--- src/common/ex_pkg.sv ---
`default_nettype none

package ex_pkg;

    // data path widths
    localparam int data_w     = 32;
    localparam int reg_addr_w = 5;
    localparam int aluop_w    = 8;
    localparam int alusel_w   = 3;
    localparam int shamt_w    = 5;  // low bits of reg1 used as shift amount

    typedef logic [data_w-1:0]     word_t;
    typedef logic [2*data_w-1:0]   dword_t;   // product or {hi, lo}
    typedef logic [reg_addr_w-1:0] reg_addr_t;
    typedef logic [aluop_w-1:0]    aluop_t;
    typedef logic [alusel_w-1:0]   alusel_t;

    // logic ops
    localparam aluop_t op_and   = 8'b0010_0100;
    localparam aluop_t op_or    = 8'b0010_0101;
    localparam aluop_t op_xor   = 8'b0010_0110;
    localparam aluop_t op_nor   = 8'b0010_0111;

    // shifts
    localparam aluop_t op_sll   = 8'b0111_1100;
    localparam aluop_t op_srl   = 8'b0000_0010;
    localparam aluop_t op_sra   = 8'b0000_0011;

    // moves, conditional moves pass reg1 through
    localparam aluop_t op_movz  = 8'b0000_1010;
    localparam aluop_t op_movn  = 8'b0000_1011;
    localparam aluop_t op_mfhi  = 8'b0001_0000;
    localparam aluop_t op_mthi  = 8'b0001_0001;
    localparam aluop_t op_mflo  = 8'b0001_0010;
    localparam aluop_t op_mtlo  = 8'b0001_0011;

    // simple arithmetic
    localparam aluop_t op_slt   = 8'b0010_1010;
    localparam aluop_t op_sltu  = 8'b0010_1011;
    localparam aluop_t op_add   = 8'b0010_0000;
    localparam aluop_t op_addu  = 8'b0010_0001;
    localparam aluop_t op_sub   = 8'b0010_0010;
    localparam aluop_t op_subu  = 8'b0010_0011;
    localparam aluop_t op_addi  = 8'b0101_0101;
    localparam aluop_t op_addiu = 8'b0101_0110;
    localparam aluop_t op_clz   = 8'b1011_0000;
    localparam aluop_t op_clo   = 8'b1011_0001;

    // multiply
    localparam aluop_t op_mult  = 8'b0001_1000;
    localparam aluop_t op_multu = 8'b0001_1001;
    localparam aluop_t op_mul   = 8'b1010_1001;  // low word to rd, hi/lo untouched

    // result groups, picked by alusel
    localparam alusel_t sel_nop   = 3'b000;
    localparam alusel_t sel_logic = 3'b001;
    localparam alusel_t sel_shift = 3'b010;
    localparam alusel_t sel_move  = 3'b011;
    localparam alusel_t sel_arith = 3'b100;
    localparam alusel_t sel_mul   = 3'b101;

endpackage

`default_nettype wire

--- src/alu/alu_arith.sv ---
`default_nettype none

module alu_arith (
    input  wire ex_pkg::aluop_t aluop_i,
    input  wire ex_pkg::word_t  reg1_i,
    input  wire ex_pkg::word_t  reg2_i,
    output ex_pkg::word_t       arith_o,
    output logic                ov_o
);

    localparam int msb = ex_pkg::data_w - 1;

    ex_pkg::word_t reg2_mux;
    ex_pkg::word_t sum;
    logic          lt;

    // number of zero bits above the first one, 32 for an all-zero word
    function automatic ex_pkg::word_t lead_zeros(input ex_pkg::word_t v);
        ex_pkg::word_t n;
        logic          seen_one;
        n        = '0;
        seen_one = 1'b0;
        for (int i = msb; i >= 0; i--) begin
            seen_one = seen_one | v[i];
            if (!seen_one) begin
                n = n + 1'b1;
            end
        end
        return n;
    endfunction

    // subtract by adding the two's complement
    assign reg2_mux = (aluop_i == ex_pkg::op_sub || aluop_i == ex_pkg::op_subu ||
                       aluop_i == ex_pkg::op_slt) ? (~reg2_i) + 1'b1 : reg2_i;
    assign sum      = reg1_i + reg2_mux;

    // same signs in, other sign out
    assign ov_o = (!reg1_i[msb] && !reg2_mux[msb] && sum[msb]) ||
                  (reg1_i[msb] && reg2_mux[msb] && !sum[msb]);

    // signed: neg < pos, else sign of the difference
    assign lt = (aluop_i == ex_pkg::op_slt) ?
                ((reg1_i[msb] && !reg2_i[msb]) ||
                 (reg1_i[msb] == reg2_i[msb] && sum[msb])) :
                (reg1_i < reg2_i);

    always_comb begin
        case (aluop_i)
            ex_pkg::op_slt, ex_pkg::op_sltu:   arith_o = ex_pkg::word_t'(lt);
            ex_pkg::op_add, ex_pkg::op_addu,
            ex_pkg::op_addi, ex_pkg::op_addiu: arith_o = sum;
            ex_pkg::op_sub, ex_pkg::op_subu:   arith_o = sum;
            ex_pkg::op_clz:                    arith_o = lead_zeros(reg1_i);
            ex_pkg::op_clo:                    arith_o = lead_zeros(~reg1_i);  // ones as zeros
            default:                           arith_o = '0;
        endcase
    end

    always_comb begin
        if (aluop_i == ex_pkg::op_clz || aluop_i == ex_pkg::op_clo) begin
            a_count_range: assert (arith_o <= ex_pkg::word_t'(ex_pkg::data_w))
                else $error("leading bit count %0d exceeds word width", arith_o);
        end
    end

endmodule

`default_nettype wire

--- src/alu/alu_logic_shift.sv ---
`default_nettype none

module alu_logic_shift (
    input  wire ex_pkg::aluop_t aluop_i,
    input  wire ex_pkg::word_t  reg1_i,
    input  wire ex_pkg::word_t  reg2_i,
    output ex_pkg::word_t       logic_o,
    output ex_pkg::word_t       shift_o
);

    logic [ex_pkg::shamt_w-1:0] shamt;

    assign shamt = reg1_i[ex_pkg::shamt_w-1:0];  // only the low 5 bits count

    // bitwise group
    always_comb begin
        case (aluop_i)
            ex_pkg::op_or: begin
                logic_o = reg1_i | reg2_i;
            end
            ex_pkg::op_and: begin
                logic_o = reg1_i & reg2_i;
            end
            ex_pkg::op_nor: begin
                logic_o = ~(reg1_i | reg2_i);
            end
            ex_pkg::op_xor: begin
                logic_o = reg1_i ^ reg2_i;
            end
            default: logic_o = '0;
        endcase
    end

    // reg2 is the value, reg1 the amount
    always_comb begin
        case (aluop_i)
            ex_pkg::op_sll: begin
                shift_o = reg2_i << shamt;
            end
            ex_pkg::op_srl: begin
                shift_o = reg2_i >> shamt;
            end
            ex_pkg::op_sra: begin
                shift_o = $signed(reg2_i) >>> shamt;  // sign bit fills from the left
            end
            default: shift_o = '0;
        endcase
    end

endmodule

`default_nettype wire

--- src/mul/mul_unit.sv ---
`default_nettype none

module mul_unit (
    input  wire ex_pkg::aluop_t aluop_i,
    input  wire ex_pkg::word_t  reg1_i,
    input  wire ex_pkg::word_t  reg2_i,
    output ex_pkg::dword_t      prod_o
);

    localparam int msb = ex_pkg::data_w - 1;

    logic           is_signed;
    ex_pkg::word_t  opa;        // magnitude of reg1 for signed ops
    ex_pkg::word_t  opb;
    ex_pkg::dword_t mag_prod;

    // mul and mult are signed, multu takes raw operands
    assign is_signed = (aluop_i == ex_pkg::op_mul) || (aluop_i == ex_pkg::op_mult);

    assign opa = (is_signed && reg1_i[msb]) ? (~reg1_i) + 1'b1 : reg1_i;
    assign opb = (is_signed && reg2_i[msb]) ? (~reg2_i) + 1'b1 : reg2_i;

    // unsigned 32x32, zero extended to 64
    assign mag_prod = ex_pkg::dword_t'(opa) * ex_pkg::dword_t'(opb);

    always_comb begin
        if (is_signed && (reg1_i[msb] ^ reg2_i[msb])) begin
            prod_o = (~mag_prod) + 1'b1;  // signs differ
        end else begin
            prod_o = mag_prod;
        end
    end

endmodule

`default_nettype wire

--- src/verilog/ex_mem_reg.sv ---
`default_nettype none

module ex_mem_reg (
    input  wire                    clk,
    input  wire                    reset_i,
    input  wire                    in_valid_i,
    input  wire ex_pkg::aluop_t    aluop_i,
    input  wire ex_pkg::alusel_t   alusel_i,
    input  wire ex_pkg::word_t     reg1_i,
    input  wire ex_pkg::reg_addr_t wd_i,
    input  wire                    wreg_i,
    input  wire ex_pkg::word_t     logic_i,
    input  wire ex_pkg::word_t     shift_i,
    input  wire ex_pkg::word_t     arith_i,
    input  wire                    ov_i,
    input  wire ex_pkg::dword_t    prod_i,
    input  wire ex_pkg::word_t     hi_i,
    input  wire ex_pkg::word_t     lo_i,
    output logic                   out_valid_o,
    output ex_pkg::reg_addr_t      wd_o,
    output logic                   wreg_o,
    output ex_pkg::word_t          wdata_o
);

    ex_pkg::word_t move_res;
    ex_pkg::word_t wdata_d;
    logic          ov_cancel;

    always_comb begin
        case (aluop_i)
            ex_pkg::op_mfhi:                 move_res = hi_i;
            ex_pkg::op_mflo:                 move_res = lo_i;
            ex_pkg::op_movz, ex_pkg::op_movn: move_res = reg1_i;  // condition checked in decode
            default:                         move_res = '0;
        endcase
    end

    always_comb begin
        case (alusel_i)
            ex_pkg::sel_logic: wdata_d = logic_i;
            ex_pkg::sel_shift: wdata_d = shift_i;
            ex_pkg::sel_move:  wdata_d = move_res;
            ex_pkg::sel_arith: wdata_d = arith_i;
            ex_pkg::sel_mul:   wdata_d = prod_i[ex_pkg::data_w-1:0];  // mul keeps the low word
            ex_pkg::sel_nop:   wdata_d = '0;
            default:           wdata_d = '0;
        endcase
    end

    // only the trapping forms drop the write on overflow
    assign ov_cancel = ov_i && (aluop_i == ex_pkg::op_add || aluop_i == ex_pkg::op_addi ||
                                aluop_i == ex_pkg::op_sub);

    always_ff @(posedge clk) begin
        if (reset_i) begin
            out_valid_o <= 1'b0;
            wreg_o      <= 1'b0;
            wd_o        <= '0;
            wdata_o     <= '0;
        end else begin
            out_valid_o <= in_valid_i;
            wreg_o      <= in_valid_i && wreg_i && !ov_cancel;
            if (in_valid_i) begin
                wd_o    <= wd_i;
                wdata_o <= wdata_d;
            end
        end
    end

    a_wreg_valid: assert property (
        @(posedge clk) disable iff (reset_i)
        wreg_o |-> out_valid_o
    ) else $error("register write flagged without a valid result");

endmodule

`default_nettype wire

--- src/verilog/ex_stage.sv ---
`default_nettype none

module ex_stage (
    input  wire                      clk,
    input  wire                      reset_i,
    input  wire                      in_valid_i,
    input  wire ex_pkg::aluop_t      aluop_i,
    input  wire ex_pkg::alusel_t     alusel_i,
    input  wire ex_pkg::word_t       reg1_i,
    input  wire ex_pkg::word_t       reg2_i,
    input  wire ex_pkg::reg_addr_t   wd_i,
    input  wire                      wreg_i,
    output wire                      out_valid_o,
    output wire ex_pkg::reg_addr_t   wd_o,
    output wire                      wreg_o,
    output wire ex_pkg::word_t       wdata_o
);

    ex_pkg::word_t  logic_res;
    ex_pkg::word_t  shift_res;
    ex_pkg::word_t  arith_res;
    logic           ov;          // signed overflow of the adder
    ex_pkg::dword_t prod;
    ex_pkg::word_t  hi;
    ex_pkg::word_t  lo;

    alu_logic_shift u_alu_logic_shift (
        .aluop_i (aluop_i),
        .reg1_i  (reg1_i),
        .reg2_i  (reg2_i),
        .logic_o (logic_res),
        .shift_o (shift_res)
    );

    alu_arith u_alu_arith (
        .aluop_i (aluop_i),
        .reg1_i  (reg1_i),
        .reg2_i  (reg2_i),
        .arith_o (arith_res),
        .ov_o    (ov)
    );

    mul_unit u_mul_unit (
        .aluop_i (aluop_i),
        .reg1_i  (reg1_i),
        .reg2_i  (reg2_i),
        .prod_o  (prod)
    );

    // hi/lo updated on the same edge that registers the instruction
    hilo_file u_hilo_file (
        .clk        (clk),
        .reset_i    (reset_i),
        .in_valid_i (in_valid_i),
        .aluop_i    (aluop_i),
        .reg1_i     (reg1_i),
        .prod_i     (prod),
        .hi_o       (hi),
        .lo_o       (lo)
    );

    ex_mem_reg u_ex_mem_reg (
        .clk         (clk),
        .reset_i     (reset_i),
        .in_valid_i  (in_valid_i),
        .aluop_i     (aluop_i),
        .alusel_i    (alusel_i),
        .reg1_i      (reg1_i),
        .wd_i        (wd_i),
        .wreg_i      (wreg_i),
        .logic_i     (logic_res),
        .shift_i     (shift_res),
        .arith_i     (arith_res),
        .ov_i        (ov),
        .prod_i      (prod),
        .hi_i        (hi),
        .lo_i        (lo),
        .out_valid_o (out_valid_o),
        .wd_o        (wd_o),
        .wreg_o      (wreg_o),
        .wdata_o     (wdata_o)
    );

endmodule

`default_nettype wire

--- src/verilog/hilo_file.sv ---
`default_nettype none

module hilo_file (
    input  wire                 clk,
    input  wire                 reset_i,
    input  wire                 in_valid_i,
    input  wire ex_pkg::aluop_t aluop_i,
    input  wire ex_pkg::word_t  reg1_i,
    input  wire ex_pkg::dword_t prod_i,
    output ex_pkg::word_t       hi_o,
    output ex_pkg::word_t       lo_o
);

    ex_pkg::word_t hi_q;
    ex_pkg::word_t lo_q;

    always_ff @(posedge clk) begin
        if (reset_i) begin
            hi_q <= '0;
            lo_q <= '0;
        end else if (in_valid_i) begin
            case (aluop_i)
                ex_pkg::op_mult, ex_pkg::op_multu: begin
                    hi_q <= prod_i[2*ex_pkg::data_w-1:ex_pkg::data_w];
                    lo_q <= prod_i[ex_pkg::data_w-1:0];
                end
                ex_pkg::op_mthi: begin
                    hi_q <= reg1_i;  // lo kept
                end
                ex_pkg::op_mtlo: begin
                    lo_q <= reg1_i;
                end
                default: begin
                    // mul and the rest leave hi/lo alone
                end
            endcase
        end
    end

    // read path for mfhi/mflo, already holds the last strobed write
    assign hi_o = hi_q;
    assign lo_o = lo_q;

    // nothing moves hi/lo except a strobed instruction
    a_hilo_hold: assert property (
        @(posedge clk) disable iff (reset_i)
        !in_valid_i |=> $stable(hi_q) && $stable(lo_q)
    ) else $error("hi/lo changed in a cycle without a strobe");

endmodule

`default_nettype wire
--- config.mk ---
export PLATFORM = sky130hd
export DESIGN_NAME = ex_stage
export DESIGN_NICKNAME = d
export VERILOG_FILES = /design/src/common/ex_pkg.sv /design/src/alu/alu_arith.sv /design/src/alu/alu_logic_shift.sv /design/src/mul/mul_unit.sv /design/src/verilog/ex_mem_reg.sv /design/src/verilog/ex_stage.sv /design/src/verilog/hilo_file.sv
export SDC_FILE = /design/constraint.sdc
export NUM_CORES = 2
export LEC_CHECK = 0
export BUFFER_PORTS_ARGS = -buffer_cell sky130_fd_sc_hd__buf_4
export CELL_PAD_IN_SITES_DETAIL_PLACEMENT = 1
export CELL_PAD_IN_SITES_GLOBAL_PLACEMENT = 1
export CORE_AREA = 2 2 338 340
export DETAILED_ROUTE_END_ITERATION = 6
export DIE_AREA = 0 0 340 342
export PLACE_DENSITY = 0.95
export SLEW_MARGIN = 5
export SYNTH_ARGS = -nofsm -noshare
export SYNTH_HDL_FRONTEND = slang
export SYNTH_SLANG_ARGS = --single-unit
--- constraint.sdc ---
create_clock -name clk -period 25.5 [get_ports clk]
set_input_delay 1.275 -clock clk [delete_from_list [all_inputs] [get_ports clk]]
set_output_delay 1.275 -clock clk [all_outputs]
set_load 0.05 [all_outputs]
# After elaboration in Yosys (flattened, before gate mapping)
# Cells that the tools add are included.
# op_classes
add_sub_neg	66
n_mux	138
n_lt_le_gt_ge	1
reduce_logical	32
n_shift	3
eq_ne	32
multipliers	1
bitwise_logic	70
# op_table
op	count
$mux W32	127
$add A32 B1 Y32 const B	64
$pmux W32 S4	2
$pmux W32 S3	2
$pmux W32 S5	1
$pmux W32 S2	2
$not A32 Y32	3
$eq A8 B6 Y1 const B	10
$add A64 B1 Y64 const B	1
$mul A32 B32 Y64	1
$mux W64	1
$not A64 Y64	1
$or A1 B1 Y1	62
$eq A8 B5 Y1 const B	6
$add A32 B32 Y32	1
$and A32 B32 Y32	1
$lt A32 B32 Y1	1
$or A32 B32 Y32	1
$shl A32 B5 Y32	1
$shr A32 B5 Y32	1
$sshr A32 B5 Y32	1
$xor A32 B32 Y32	1
$eq A8 B7 Y1 const B	3
$eq A8 B8 Y1 const B	3
15 further kinds	46
# word_totals
regBits	103
out_inout_bits	39
in_bits	84

# Logic depth before layout (Yosys ltp)
# depth
depth_word	97
depth_mapped	102

# Cells and area by module
# Synthesis repeated with hierarchy kept, for this count alone.
# hier_totals
hier_cells	7618
area_unflattened_um2	60565.6
# modules_own_cells
module	n_inst	cells_each	area_per_inst_um2
mul_unit	1	4401	36561.3
alu_arith	1	1672	11737.5
alu_logic_shift	1	805	6148.4
ex_mem_reg	1	373	3206.8
hilo_file	1	367	2911.5

# Least setup slack after synthesis
# OpenSTA, ideal clock, no wires.
# synth_path
path_kind	input to register
start	input port reg1_i[29]
end	register u_ex_mem_reg.wdata_o[7]
path_stages	101
path_slack_ps	6579
n_path_buf	2
t_arrival_ps	18801
cell_sequence	buf_4 -> clkbuf_1 -> o21ai_0 -> inv_1 -> ha_1 -> o31a_1 -> ha_1 -> mux2i_1 -> a31oi_1 -> ha_1 -> mux2i_1 -> a211oi_1 -> ha_1 -> nand2_1 -> nand2_1 -> ha_1 -> mux2i_1 -> o21ai_0 -> (+65 left out) -> a21boi_0 -> ha_1 -> a21o_1 -> ha_1 -> nand2_1 -> xnor2_1 -> nand2_1 -> xnor2_1 -> nand3_1 -> xor2_1 -> nand3_1 -> nor4bb_1 -> nand3_1 -> nor2_1 -> xnor2_1 -> o22ai_1 -> o21ai_1 -> a21oi_1
# synth_via
elab_chain_cells	92
elab_cells_between_ends	239
cone_classes	add/sub (58); mux (120); bitwise (61)
# synth_rtl
item	line_no	text
start, declared	ex_stage.sv:9	input wire ex_pkg::word_t reg1_i,
$not A32 Y32	alu_arith.sv:54	ex_pkg::op_clo: arith_o = lead_zeros(~reg1_i);
$or A1 B1 Y1	alu_arith.sv:24	seen_one = seen_one | v[i];
$mux W32	alu_arith.sv:25	if (!seen_one) begin
$mux W32	alu_arith.sv:48	case (aluop_i)
$add A32 B1 Y32	alu_arith.sv:26	n = n + 1'b1;
$mux W32	alu_arith.sv:25	
$mux W32	alu_arith.sv:48	
$add A32 B1 Y32	alu_arith.sv:26	
(+76 left out)	--	
$mux W32	alu_arith.sv:48	
$add A32 B1 Y32	alu_arith.sv:26	
$mux W32	alu_arith.sv:25	
$mux W32	alu_arith.sv:48	
$add A32 B1 Y32	alu_arith.sv:26	
$mux W32	alu_arith.sv:25	
$pmux W32 S4 (*)	alu_arith.sv:48	
$pmux W32 S5 (*)	ex_mem_reg.sv:39	case (alusel_i)
end signal, assigned	ex_mem_reg.sv:65	wdata_o <= wdata_d;
end, declared	ex_mem_reg.sv:22	output ex_pkg::word_t wdata_o
# Mark *: on every way between the ends. The rest lies on a longest branch, timed or not. The select of a mux whose other input is x is not followed.
# A chain may end at the register's enable or synchronous reset.

# Worst setup path after layout
# layout_path
start	input port reg1_i[30]
end	register u_ex_mem_reg.wdata_o[5]
# layout_via
elab_chain_cells	95
elab_cells_between_ends	247
cone_classes	add/sub (60); mux (124); bitwise (63)
# layout_rtl
item	line_no
$not A32 Y32	alu_arith.sv:54
$or A1 B1 Y1	alu_arith.sv:24
$mux W32	alu_arith.sv:25
$mux W32	alu_arith.sv:48
$add A32 B1 Y32	alu_arith.sv:26
$mux W32	alu_arith.sv:25
$mux W32	alu_arith.sv:48
$add A32 B1 Y32	alu_arith.sv:26
(+79 left out)	--
$mux W32	alu_arith.sv:48
$add A32 B1 Y32	alu_arith.sv:26
$mux W32	alu_arith.sv:25
$mux W32	alu_arith.sv:48
$add A32 B1 Y32	alu_arith.sv:26
$mux W32	alu_arith.sv:25
$pmux W32 S4 (*)	alu_arith.sv:48
$pmux W32 S5 (*)	ex_mem_reg.sv:39
# Marks and branches as above.

==> results.tsv <==
stage	metric	value	unit
run_status	status	complete, but fails checks	
run_status	violated checks	DRC, capacitance limit, slew limit	
yosys	Synth Area in XOR/XNOR	8.50	%
timing	setup TNS	0	ns
timing	Max-slew headroom	-5.02	%
floorplan	total core area	0.113	mm2
yosys	Post-Syn Instances	7259	
cells_and_area	layout cell share with drive strength beyond 1	6.40	%
clock_network	cts repair resizes	0	
clock_network	Reg clk slew, reported paths	0.08	ns
timing	Tcrit/Tclk final	85.3	%
hold_path	worst hold path stage count	2	
floorplan	Chip Width	340	um
place	GPL Wtd Cong	1.10	
setup_path	Top delay family on crit path	adder cells	
clock_network	CTS max path bufs	2	
setup_path	Crit-path slowest cell	o21ai_0	
run	Max Cap Viol	1	
cells_and_area	Reg area	0.00206	mm2
timing	clock skew	0.0317	ns
timing	RSZ-0062 raised after global routing	no	
setup_path	CP arrival	22.00	ns
routing	Iter 0 DRT Violations	7693	
setup_path	Max stage delay on crit path	0.48	ns
yosys	Seq cells post-synth	103	
grt	vias in the first global route	63600	
floorplan	DIE AREA	0.116	mm2
setup_path	critical path's most frequent cell	ha_1	
cells_and_area	fillers	14000	
clock_network	Clock Sinks	103	
clock_network	worst skew pair latency	0.44	ns
yosys	largest family of logic cells by synthesized area	adder cells	
place	I/O Buffers	122	
yosys	number of synthesized flops with an enable pin	0	
setup_path	crit end category	register	
yosys	YS warnings	0	
clock_network	H-tree depth	3	
routing	Via density	6.73	
timing	fmax	0.0460	GHz
routing	TritonRoute pass-1 iters	7	
setup_path	CP required	25.76	ns
clock_network	# hold bufs at CTS	0	
setup_path	CP max FO	16	
timing	fin. max-slew vios	7	
routing	Routed WL per cell	32.7	um
setup_path	Reg2Reg Depth	6	
timing	Final setup viols	0	
cells_and_area	area of the multi-input gates	0.0491	mm2
setup_path	R2R setup slack	22.55	ns
clock_network	CTS Buf Count	9	
routing	drt total wl	284000	um
setup_path	Critical Path Source Type	primary input	
setup_path	WP buf/inv	5	
setup_path	critical path class	in -> reg	
clock_network	CTS tree	built	
grt	pin count of the biggest net entering global routing	90	
cells_and_area	Area growth syn-to-layout	6.03	%
yosys	sequential area share after synthesis	3.68	%
floorplan	row count	124	
yosys	Syn Area/Cell	7.72	um2
yosys	Synth Area in Adders	42.3	%
grt	first-pass GRT wire length	412000	um
hold_path	hold crit path type	reg -> reg	
setup_path	Critical path origin	reg1_i[30]	
yosys	Post-Syn Area	0.0560	mm2
timing	Slew @ Worst Pin	1.56	ns
routing	DR DRC count	140	
floorplan	I/O Pins	123	
hold_path	Worst Hold Launch	u_ex_mem_reg.wdata_o[17]$_SDFFE_PP0P_	
grt	Congestion Overflow GR	0	
yosys	Synth Net Count	8692	
cells_and_area	commonest non-fill, non-tap cells in the layout	1,118 x nand2_1, 1,046 x inv_1, 897 x fa_1	
clock_network	postcts setup bufs	0	
yosys	mux contribution to synthesized area	3.11	%
grt	GRT Util Overall	48.4	%
cells_and_area	commonest non-fill, non-tap cell in the layout	nand2_1	
setup_path	worst reg2reg startpoint	u_hilo_file.hi_o[9]$_SDFFE_PP0P_	
yosys	Distinct cells, synth	107	
place	dpl hpwl	217000	um
floorplan	Die Ht	342	um
yosys	post-synthesis compound-gate area fraction	12.3	%
yosys	Async SR Flop Fraction	0	%
clock_network	root cell of the clock tree	clkbuf_16	
grt	initial antenna violation count	35	
floorplan	Starting Density	49.5	%
yosys	Simple-Gate Fraction of Synth Area	20.3	%
cells_and_area	NumNets Final	8580	
timing	Final min period	21.74	ns
setup_path	worst reg2reg path endpoint	u_ex_mem_reg.wdata_o[9]$_SDFFE_PP0P_	
routing	via count	58400	
timing	Hold Violations, Final	0	
hold_path	hold endpoint	u_ex_mem_reg.wdata_o[17]$_SDFFE_PP0P_	
routing	post-route antenna net violation count	0	
yosys	Primary FF master, synth	dfxtp_1	
[tightest hold or removal path, cell delays in order (launching register included)]
cell     delay, ns
dfxtp_1       0.33
nand2_1       0.07
a21oi_1       0.06
[cell type report]
type | instances | share of cell area (%)
inverter | 1061 | 6.71
tap | 1512 | 3.19
clock inverter | 7 | 0.147
antenna | 21 | 0.0885
multi-input combinational | 5706 | 82.7
sequential | 103 | 3.47
timing repair buffer | 266 | 3.36
clock buffer | 9 | 0.379
[flip-flops by register name (all words and copies together), names as in the netlist]
| name | count |
|---|---|
| u_ex_mem_reg.out_valid_o | 1 |
| u_ex_mem_reg.wd_o | 5 |
| u_ex_mem_reg.wdata_o | 32 |
| u_ex_mem_reg.wreg_o | 1 |
| u_hilo_file.hi_o | 32 |
| u_hilo_file.lo_o | 32 |
[metal layers]
metal  part of all wire (%)  wire length [um]  up-vias  global-route usage [%]
met1                     33             94100    28600                    53.6
met4                     11             30200       20                    41.4
met2                     42            119000     4750                    70.7
li1                       -                 -    23000                       -
met5                  0.096               272        -                    1.43
met3                     14             40800     2023                    21.6
[metrics by stage]
| stage | hold slack (ns) | instances | worst slack, ns | util, % | instance area [um2] |
|---|---|---|---|---|---|
| floorplan | 0.436 | 7259 | 6.58 | - | 56000 |
| finish | 0.502 | 8685 | 3.76 | 52.5 | 59400 |
| global placement | 0.462 | 8647 | 4.23 | 52.2 | 59000 |
| CTS | 0.502 | 8663 | 4.05 | 52.4 | 59300 |
| detailed placement | 0.482 | 8647 | 3.70 | 52.2 | 59000 |
| global route | 0.523 | 8666 | 2.29 | 52.5 | 59300 |
[synthesized netlist by cell type (all sizes together) (21+ instances only)]
| library cell | count | share of area [%] |
|---|---|---|
| nor4 | 50 | 0.60 |
| inv | 1049 | 7.0 |
| fa | 897 | 32 |
| and2 | 114 | 1.3 |
| nor2 | 782 | 5.2 |
| dfxtp | 103 | 3.7 |
| o22ai | 45 | 0.50 |
| o21bai | 24 | 0.32 |
| a21oi | 354 | 3.2 |
| or3 | 30 | 0.34 |
| a222oi | 33 | 0.59 |
| nand2b | 49 | 0.55 |
| a21o | 49 | 0.66 |
| ha | 452 | 10 |
| mux2i | 145 | 2.6 |
| nor3 | 101 | 0.95 |
| nor2b | 50 | 0.56 |
| nand4 | 38 | 0.44 |
| xnor2 | 362 | 5.8 |
| nand3 | 103 | 0.92 |
| o211ai | 23 | 0.31 |
| xor2 | 125 | 2.0 |
| or2 | 21 | 0.23 |
| a211oi | 73 | 1.0 |
| nand2 | 1119 | 7.5 |
| and3 | 48 | 0.54 |
| a31oi | 30 | 0.34 |
| buf | 50 | 0.38 |
| a21boi | 21 | 0.28 |
| clkbuf | 339 | 2.3 |
| o21ai | 270 | 2.4 |
| o21a | 25 | 0.34 |
[how the worst max path moves through the flow]
stage | end | slack, ns | cells past startpoint
4_1_cts | u_ex_mem_reg.wdata_o[5]$_SDFFE_PP0P_ | 4.05 | 101
2_1_floorplan | u_ex_mem_reg.wdata_o[7]$_SDFFE_PP0P_ | 6.58 | 101
5_1_grt | u_ex_mem_reg.wdata_o[5]$_SDFFE_PP0P_ | 2.29 | 101
6_report | u_ex_mem_reg.wdata_o[5]$_SDFFE_PP0P_ | 3.76 | 101
3_5_place_dp | u_ex_mem_reg.wdata_o[5]$_SDFFE_PP0P_ | 3.70 | 101
3_3_place_gp | u_ex_mem_reg.wdata_o[5]$_SDFFE_PP0P_ | 4.23 | 101
[cells by family after synthesis]
family | Yosys count
buffers and inverters | 1450
DFF | 103
muxes | 165
AOI/OAI and AO/OA | 1100
and+or+nand+nor | 2582
xor gates and xnor gates | 503
adders and majority gates | 1356
Power is not shown: default switching activity piles up to over one toggle a cycle in this logic, so the estimate is an artifact.
